[src/design/cen_pkg.sv]
// Clock-enable package: lane count, fractional lane rate tables, meter window, width types
`default_nettype none

package cen_pkg;

    ////////////////////////////////
    // Sizes
    ////////////////////////////////

    localparam int NUM_LANES    = 4;     // Fractional lanes
    localparam int METER_WINDOW = 4096;  // Meter window in clk cycles

    typedef logic [15:0] phase_t;        // Accumulator word
    typedef logic [15:0] count_t;        // Pulses per window
    typedef logic [4:0]  div_t;          // Binary divider, 48 MHz down to 1.5 MHz
    typedef logic [$clog2(METER_WINDOW)-1:0] window_t;

    ////////////////////////////////
    // Lane rate tables
    ////////////////////////////////

    // Rate = advance rate * STEP / LIM
    //   lane 0: 48 MHz * 3758 / 50393 = 3.579545 MHz (NTSC colour burst)
    //   lane 1: 48 MHz * 1 / 125      = 384 kHz
    //   lane 2: 48 MHz * 5 / 24       = 10 MHz
    //   lane 3: 24 MHz * 8 / 125      = 1.536 MHz
    localparam phase_t LANE_STEP [NUM_LANES] = '{
        16'd3758,
        16'd1,
        16'd5,
        16'd8
    };

    localparam phase_t LANE_LIM [NUM_LANES] = '{
        16'd50393,
        16'd125,
        16'd24,
        16'd125
    };

    // Lane advances only on odd divider counts (24 MHz)
    localparam bit LANE_SLOW [NUM_LANES] = '{
        1'b0,
        1'b0,
        1'b0,
        1'b1
    };

endpackage

`default_nettype wire

[src/design/cen_lane_if.sv]
// Fractional lane bus: advance and restart from the divider, strobes out to the meter
`default_nettype none

interface cen_lane_if;

    logic advance;   // Accumulator may step this cycle
    logic restart;   // Single-cycle realignment pulse
    logic cen;       // Lane enable strobe
    logic cen_half;  // Every second cen

    // Divider side
    modport src (
        output advance,
        output restart
    );

    // Fractional lane itself
    modport lane (
        input  advance,
        input  restart,
        output cen,
        output cen_half
    );

    // Rate meter only needs the strobe and the restart
    modport sink (
        input  cen,
        input  restart
    );

endinterface

`default_nettype wire

[src/design/cen_base_div.sv]
// Binary divider: 12/6/3/1.5 MHz enables from 48 MHz, plus lane advance and restart
`default_nettype none

module cen_base_div (
    input  logic       clk,       // 48 MHz
    input  logic       reset,
    input  logic       resync,    // Restart all counters in phase
    output logic       cen12,
    output logic       cen12b,
    output logic       cen6,
    output logic       cen6b,
    output logic       cen3,
    output logic       cen3b,
    output logic       cen3q,     // Quarter period ahead of cen3
    output logic       cen3qb,
    output logic       cen1p5,
    output logic       cen1p5b,
    cen_lane_if.src    lanes [cen_pkg::NUM_LANES]
);

    import cen_pkg::*;

    div_t cnt;        // Free-running divider
    logic arm;        // Set through reset, fires the first restart
    logic clear;      // Realign everything at this edge
    logic restart;    // One cycle, counter sits at 0

    assign clear = arm | resync;

    ////////////////////////////////
    // Counter and restart
    ////////////////////////////////

    always_ff @(posedge clk) begin
        if (reset) begin
            cnt     <= '0;
            arm     <= 1'b1;
            restart <= 1'b0;
        end else begin
            arm     <= 1'b0;
            restart <= clear;                          // Lands in the cycle after
            cnt     <= clear ? div_t'(0) : cnt + div_t'(1);
        end
    end

    ////////////////////////////////
    // Registered compares
    ////////////////////////////////

    always_ff @(posedge clk) begin
        if (reset || clear) begin
            {cen12, cen12b, cen6, cen6b, cen3} <= '0;
            {cen3b, cen3q, cen3qb, cen1p5, cen1p5b} <= '0;
        end else begin
            cen12   <= cnt[1:0] == 2'd0;
            cen12b  <= cnt[1:0] == 2'd2;    // 180 degrees
            cen6    <= cnt[2:0] == 3'd0;
            cen6b   <= cnt[2:0] == 3'd4;
            cen3    <= cnt[3:0] == 4'd0;
            cen3b   <= cnt[3:0] == 4'd8;
            cen3q   <= cnt[3:0] == 4'd12;   // Quarter phases
            cen3qb  <= cnt[3:0] == 4'd4;
            cen1p5  <= cnt == 5'd0;
            cen1p5b <= cnt == 5'd16;
        end
    end

    ////////////////////////////////
    // Lane drive
    ////////////////////////////////

    // Advance held off while realigning, slow lanes step on odd counts only
    for (genvar i = 0; i < NUM_LANES; i++) begin : g_lane
        assign lanes[i].restart = restart;
        assign lanes[i].advance = ~(restart | clear) & (~LANE_SLOW[i] | cnt[0]);
    end

endmodule

`default_nettype wire

[src/design/cen_frac.sv]
// Fractional lane: phase accumulator enable with overflow recovery and half-rate companion
`default_nettype none

module cen_frac #(
    parameter int LANE = 0           // Index into the package rate tables
) (
    input  logic       clk,
    input  logic       reset,
    cen_lane_if.lane   bus
);

    import cen_pkg::*;

    localparam phase_t STEP   = LANE_STEP[LANE];
    localparam phase_t LIM    = LANE_LIM[LANE];
    localparam phase_t ABSMAX = STEP + LIM;   // Never reached in normal running

    phase_t acc;          // Phase accumulator
    phase_t next_phase;   // acc + STEP
    phase_t wrap_phase;   // Remainder after a wrap
    logic   alt;          // Alternation for cen_half

    assign next_phase = acc + STEP;
    assign wrap_phase = next_phase - LIM;

    ////////////////////////////////
    // Accumulator
    ////////////////////////////////

    always_ff @(posedge clk) begin
        if (reset || bus.restart) begin
            acc          <= '0;
            alt          <= 1'b0;
            bus.cen      <= 1'b0;
            bus.cen_half <= 1'b0;
        end else if (acc >= ABSMAX) begin
            // Corrupted phase, start over and let one pulse out
            acc          <= '0;
            alt          <= 1'b0;
            bus.cen      <= 1'b1;
            bus.cen_half <= 1'b0;
        end else if (bus.advance) begin
            if (next_phase >= LIM) begin
                acc          <= wrap_phase;   // Keep the fraction
                bus.cen      <= 1'b1;
                bus.cen_half <= alt;          // Odd pulses only
                alt          <= ~alt;
            end else begin
                acc          <= next_phase;
                bus.cen      <= 1'b0;
                bus.cen_half <= 1'b0;
            end
        end else begin
            // Slow lane idle cycle
            bus.cen      <= 1'b0;
            bus.cen_half <= 1'b0;
        end
    end

endmodule

`default_nettype wire

[src/design/cen_rate_meter.sv]
// Rate meter: counts each lane's enable pulses over a fixed window for a debug display
`default_nettype none

module cen_rate_meter (
    input  logic       clk,
    input  logic       reset,
    cen_lane_if.sink   lanes [cen_pkg::NUM_LANES],
    output cen_pkg::count_t [cen_pkg::NUM_LANES-1:0] meter_count,
    output logic       meter_valid    // Counts updated
);

    import cen_pkg::*;

    window_t win;       // Cycle in the window
    logic    restart;   // Shared by all lanes
    logic    last;      // Final window cycle

    assign restart = lanes[0].restart;
    assign last    = win == window_t'(METER_WINDOW - 1);

    ////////////////////////////////
    // Window
    ////////////////////////////////

    always_ff @(posedge clk) begin
        if (reset || restart) begin
            win         <= '0;
            meter_valid <= 1'b0;
        end else begin
            win         <= win + window_t'(1);   // Wraps at the window length
            meter_valid <= last;
        end
    end

    ////////////////////////////////
    // Per-lane tallies
    ////////////////////////////////

    for (genvar i = 0; i < NUM_LANES; i++) begin : g_lane
        count_t tally;   // Running count this window
        count_t held;    // Last published count

        always_ff @(posedge clk) begin
            if (reset || restart) begin
                tally <= '0;
                held  <= '0;
            end else if (last) begin
                held  <= tally + count_t'(lanes[i].cen);   // Last-cycle pulse included
                tally <= '0;
            end else if (lanes[i].cen) begin
                tally <= tally + count_t'(1);
            end
        end

        assign meter_count[i] = held;
    end

endmodule

`default_nettype wire

[src/design/cen_top.sv]
// Clock-enable generator top: binary divider, fractional lanes and rate meter
`default_nettype none

module cen_top (
    input  logic       clk,        // 48 MHz
    input  logic       reset,
    input  logic       resync,
    // Binary enables
    output logic       cen12,
    output logic       cen12b,
    output logic       cen6,
    output logic       cen6b,
    output logic       cen3,
    output logic       cen3b,
    output logic       cen3q,
    output logic       cen3qb,
    output logic       cen1p5,
    output logic       cen1p5b,
    // Fractional lanes
    output logic [cen_pkg::NUM_LANES-1:0] lane_cen,
    output logic [cen_pkg::NUM_LANES-1:0] lane_cen_half,
    // Debug meter
    output cen_pkg::count_t [cen_pkg::NUM_LANES-1:0] meter_count,
    output logic       meter_valid
);

    import cen_pkg::*;

    cen_lane_if lane_bus [NUM_LANES] ();

    ////////////////////////////////
    // Divider
    ////////////////////////////////

    cen_base_div u_div (
        .clk     (clk),
        .reset   (reset),
        .resync  (resync),
        .cen12   (cen12),
        .cen12b  (cen12b),
        .cen6    (cen6),
        .cen6b   (cen6b),
        .cen3    (cen3),
        .cen3b   (cen3b),
        .cen3q   (cen3q),
        .cen3qb  (cen3qb),
        .cen1p5  (cen1p5),
        .cen1p5b (cen1p5b),
        .lanes   (lane_bus)
    );

    ////////////////////////////////
    // Lanes
    ////////////////////////////////

    for (genvar i = 0; i < NUM_LANES; i++) begin : g_lane
        cen_frac #(.LANE(i)) u_frac (
            .clk   (clk),
            .reset (reset),
            .bus   (lane_bus[i])
        );

        assign lane_cen[i]      = lane_bus[i].cen;
        assign lane_cen_half[i] = lane_bus[i].cen_half;
    end

    cen_rate_meter u_meter (
        .clk         (clk),
        .reset       (reset),
        .lanes       (lane_bus),
        .meter_count (meter_count),
        .meter_valid (meter_valid)
    );

endmodule

`default_nettype wire

[config.mk]
export PLATFORM = sky130hd
export DESIGN_NAME = cen_top
export DESIGN_NICKNAME = d
export VERILOG_FILES = /design/src/design/cen_pkg.sv /design/src/design/cen_lane_if.sv /design/src/design/cen_base_div.sv /design/src/design/cen_frac.sv /design/src/design/cen_rate_meter.sv /design/src/design/cen_top.sv
export SDC_FILE = /design/constraint.sdc
export NUM_CORES = 1
export LEC_CHECK = 0
export BUFFER_PORTS_ARGS = -buffer_cell sky130_fd_sc_hd__buf_2
export CAP_MARGIN = 25
export CORE_MARGIN = 5
export CORE_UTILIZATION = 34
export CTS_BUF_LIST = sky130_fd_sc_hd__clkbuf_4 sky130_fd_sc_hd__clkbuf_8
export CTS_CLUSTER_DIAMETER = 100
export CTS_CLUSTER_SIZE = 40
export DETAILED_ROUTE_END_ITERATION = 8
export PLACE_DENSITY = 0.52
export SYNTH_ARGS = -nofsm -noshare
export SYNTH_HDL_FRONTEND = slang
export SYNTH_SLANG_ARGS = --single-unit
[constraint.sdc]
create_clock -name clk -period 3.1 [get_ports clk]
set_input_delay 0.31 -clock clk [delete_from_list [all_inputs] [get_ports clk]]
set_output_delay 0.31 -clock clk [all_outputs]
set_load 0.01 [all_outputs]
==> qor.txt <==
GPL Wtd Cong - 0.892
First-pass GRT wire length - 46700 um
CTS tree - done
Ys flop type - dfxtp_1
CP max FO - 5
Non-Filler Instances - 2024
Root Driver - clkbuf_8
Vias per Instance - 4.97
Hold Path Cell Cnt - 3
Vias in the first global route - 9375
Pin count of the biggest net entering global routing - 44
Fin area - 13700 um^2
Post-synth top area share - 38.2%
Avg Cell Area, Syn - 8.17 um^2
WL final - 28000 um
CP Class - reg2reg
Worst Tran Pin Value - 0.706 ns
Setup Skew - 0.0770 ns
Dominant cells by area after synthesis - dfxtp_1 38%, xnor2_1 10%, nor2_1 8.2%, xor2_1 5.1%, a211oi_1 4.3%
DP Area - 13300 um^2
#FFs+latches synth - 234
Post-synth EDFFs - 0
Power, Total - 5.17 mW
CP arrival - 3.41 ns
Grt ovf - 0
Slowest stage delay, CP - 0.46 ns
CP Launch Type - flop
Port-buffer cells - 85
Overall routing resource usage - 13.7%
Rows - 69
Synth async-reset ratio - 0%
Placed cell count - 2001
Critical path endpoint category - flop
Crit path time final - 2.95 ns
Synthesized instance count - 1503
Chip height - 200 um
Antenna-violating nets left - 0
Synth unique cells - 77
Placeable Area - 35600 um^2
Drt first pass iters - 5
Peak supply drop - 390 uV
Total CTS buffers - 13
Sequential cell area fraction in the yosys report - 38.2%
Most common cell in the netlist - nor2_1
CP delay by family, top - compound AO/OA/AOI/OAI gates
Drt wl/cell - 13.8 um
Layout area overhead - 11.2%
Setup tns final - 0 ns
Max-Cap Viols - 0
Top Ports - 86
Initial drt markers - 524
Final cycle utilization of the critical path - 95.2%
Die area - 40000 um^2
Max_slew headroom - 52.7%
Fin Hold WS - 0.0533 ns
CTS Buffer Depth - 3
Die Wd - 200 um
Status - finished clean
Hold Violations, Final - 0
Worst-path cell chain - inv_1 > ha_4 > and2_2 > o31ai_1 > a2111o_1 > a221oi_4 > o221a_4 > a21oi_4 > and3_1 > or4_1 > a21oi_1
Clk pin slew, worst setup/hold paths - 0.13 ns
HPWL Detailed - 20100 um
Synth area leader - dfxtp_1
N_diodes - 0
Slowest cell on crit path - or4_1
Critical path depth - 11
Drc violations - 0
Worst path bufs/invs - 1
Clk sinks - 234
Fmax - 0.339 GHz
R2R depth - 11
Setup-failing EPs final - 0
Ys Warns - 0
DR vias - 10061
Synth cell count leaders - 267 x nor2_1, 234 x dfxtp_1, 143 x xnor2_1, 112 x nand2_1
Final #Nets - 1593
R2R Setup Slk - 0.15 ns
Fraction of layout cells with a size suffix above 1 - 12.5%
Static Leakage - 4.73 nW
Worst endpoint required time - 3.56 ns
Mapped cell area - 12300 um^2
Power density over cell area - 379 nW/um^2
H-tree depth - 1
Antenna violations before repair - 0
Hold Crit Class - in2reg
Worst-Skew Late Latency - 0.60 ns
Pins Over Slew Limit - 0
Starting Density - 34.5%
-- layout make-up --
class	count	area (um^2)
sequential	234	4690
multi-input combinational	1136	7090
tap	461	577
clock buffer	14	193
clock inverter	7	116
timing repair buffer	137	856
inverter	35	131
fill	3653	21900
-- registers in the layout (all words and copies together) (netlist names), 4 cells and up --
signal                      count
g_lane.u_frac.acc              64
g_lane.u_frac.alt               4
g_lane.u_frac.bus.cen           4
g_lane.u_frac.bus.cen_half      4
u_div.cnt                       5
u_meter.g_lane.held            64
u_meter.g_lane.tally           64
u_meter.win                    12
-- logic make-up (layout without fill, tap and decap cells) --
group           count (synthesis)  count (layout)  share of synthesized area (%)
buf+inv                       137             193                           4.81
other cells                     1               5                         0.0305
simple gates                  627             627                           24.1
fa+ha+maj                      33              33                           3.36
flops                         234             234                           38.2
mux                            11              11                          0.907
compound gates                246             246                           13.4
xor+xnor                      214             214                           15.3
-- power by group --
part	switching [mW]	total [mW]	internal, mW
Sequential	0.0363	3.08	3.04
Clock	1.14	1.65	0.510
Combinational	0.270	0.442	0.173
Total	1.45	5.17	3.72
-- worst register-to-register path: stages (launching register included) --
cell and delay (ns):
dfxtp_1 0.36, inv_1 0.09, ha_4 0.30, and2_2 0.16
o31ai_1 0.07, a2111o_1 0.45, a221oi_4 0.34, o221a_4 0.24
a21oi_4 0.08, and3_1 0.18, or4_1 0.46, a21oi_1 0.15
-- through the flow --
stage / setup WS (ns) / utilization (%)
after floorplan: 0.0452 / -
after global placement: 0.0714 / 37.3
after detailed placement: 0.0627 / 37.3
after CTS: 0.0195 / 38.2
after global routing: -0.00734 / 38.4
final: 0.149 / 38.4
-- placed cells by master, fill, tap and decap left out, types with 6 or more instances in the layout --
cell / n
nand2b_1: 6
a31oi_1: 6
a211oi_1: 70
dfxtp_1: 229
mux2i_1: 10
buf_2: 85
clkbuf_8: 14
xnor2_1: 143
xor2_1: 71
o31ai_1: 7
ha_1: 32
nor3_1: 33
and2_1: 12
nor2b_1: 6
nor4_1: 12
nand4_1: 27
or3_1: 24
nand3_1: 60
buf_4: 48
inv_1: 35
and3_1: 24
nand2_1: 111
nor2_1: 267
o21ai_0: 35
a21oi_1: 71
nor3b_1: 6
o211ai_1: 8
-- routing by layer --
| metal | up-vias | global-route usage [%] | wire length (um) |
|---|---|---|---|
| met4 | 0 | 3.75 | 760 |
| li1 | 5250 | - | - |
| met2 | 142 | 23.0 | 12700 |
| met5 | - | 0 | 0 |
| met1 | 4629 | 18.5 | 13500 |
| met3 | 40 | 1.91 | 955 |
-- final timing paths --
| check | startpoint | endpoint |
|---|---|---|
| worst min-delay path | resync | u_div.lanes[0].restart |
| worst max register to register | g_lane[0].u_frac.acc[2] | g_lane[0].u_frac.acc[11] |
| worst max-delay path | g_lane[0].u_frac.acc[2] | g_lane[0].u_frac.acc[11] |
| worst min register to register | g_lane[3].u_frac.alt | g_lane[3].u_frac.bus.cen_half |
-- timing repair --
item | CTS | global route
gates resized for setup | 0 | 11
setup endpoints to repair | 1 | 12
pin swaps | 1 | 2
cloned | 0 | 0
buffers inserted | 0 | 1
hold endpoints to repair | 2 | 0
hold buffers | 1 | 0
(Power assumes the default switching activity.)
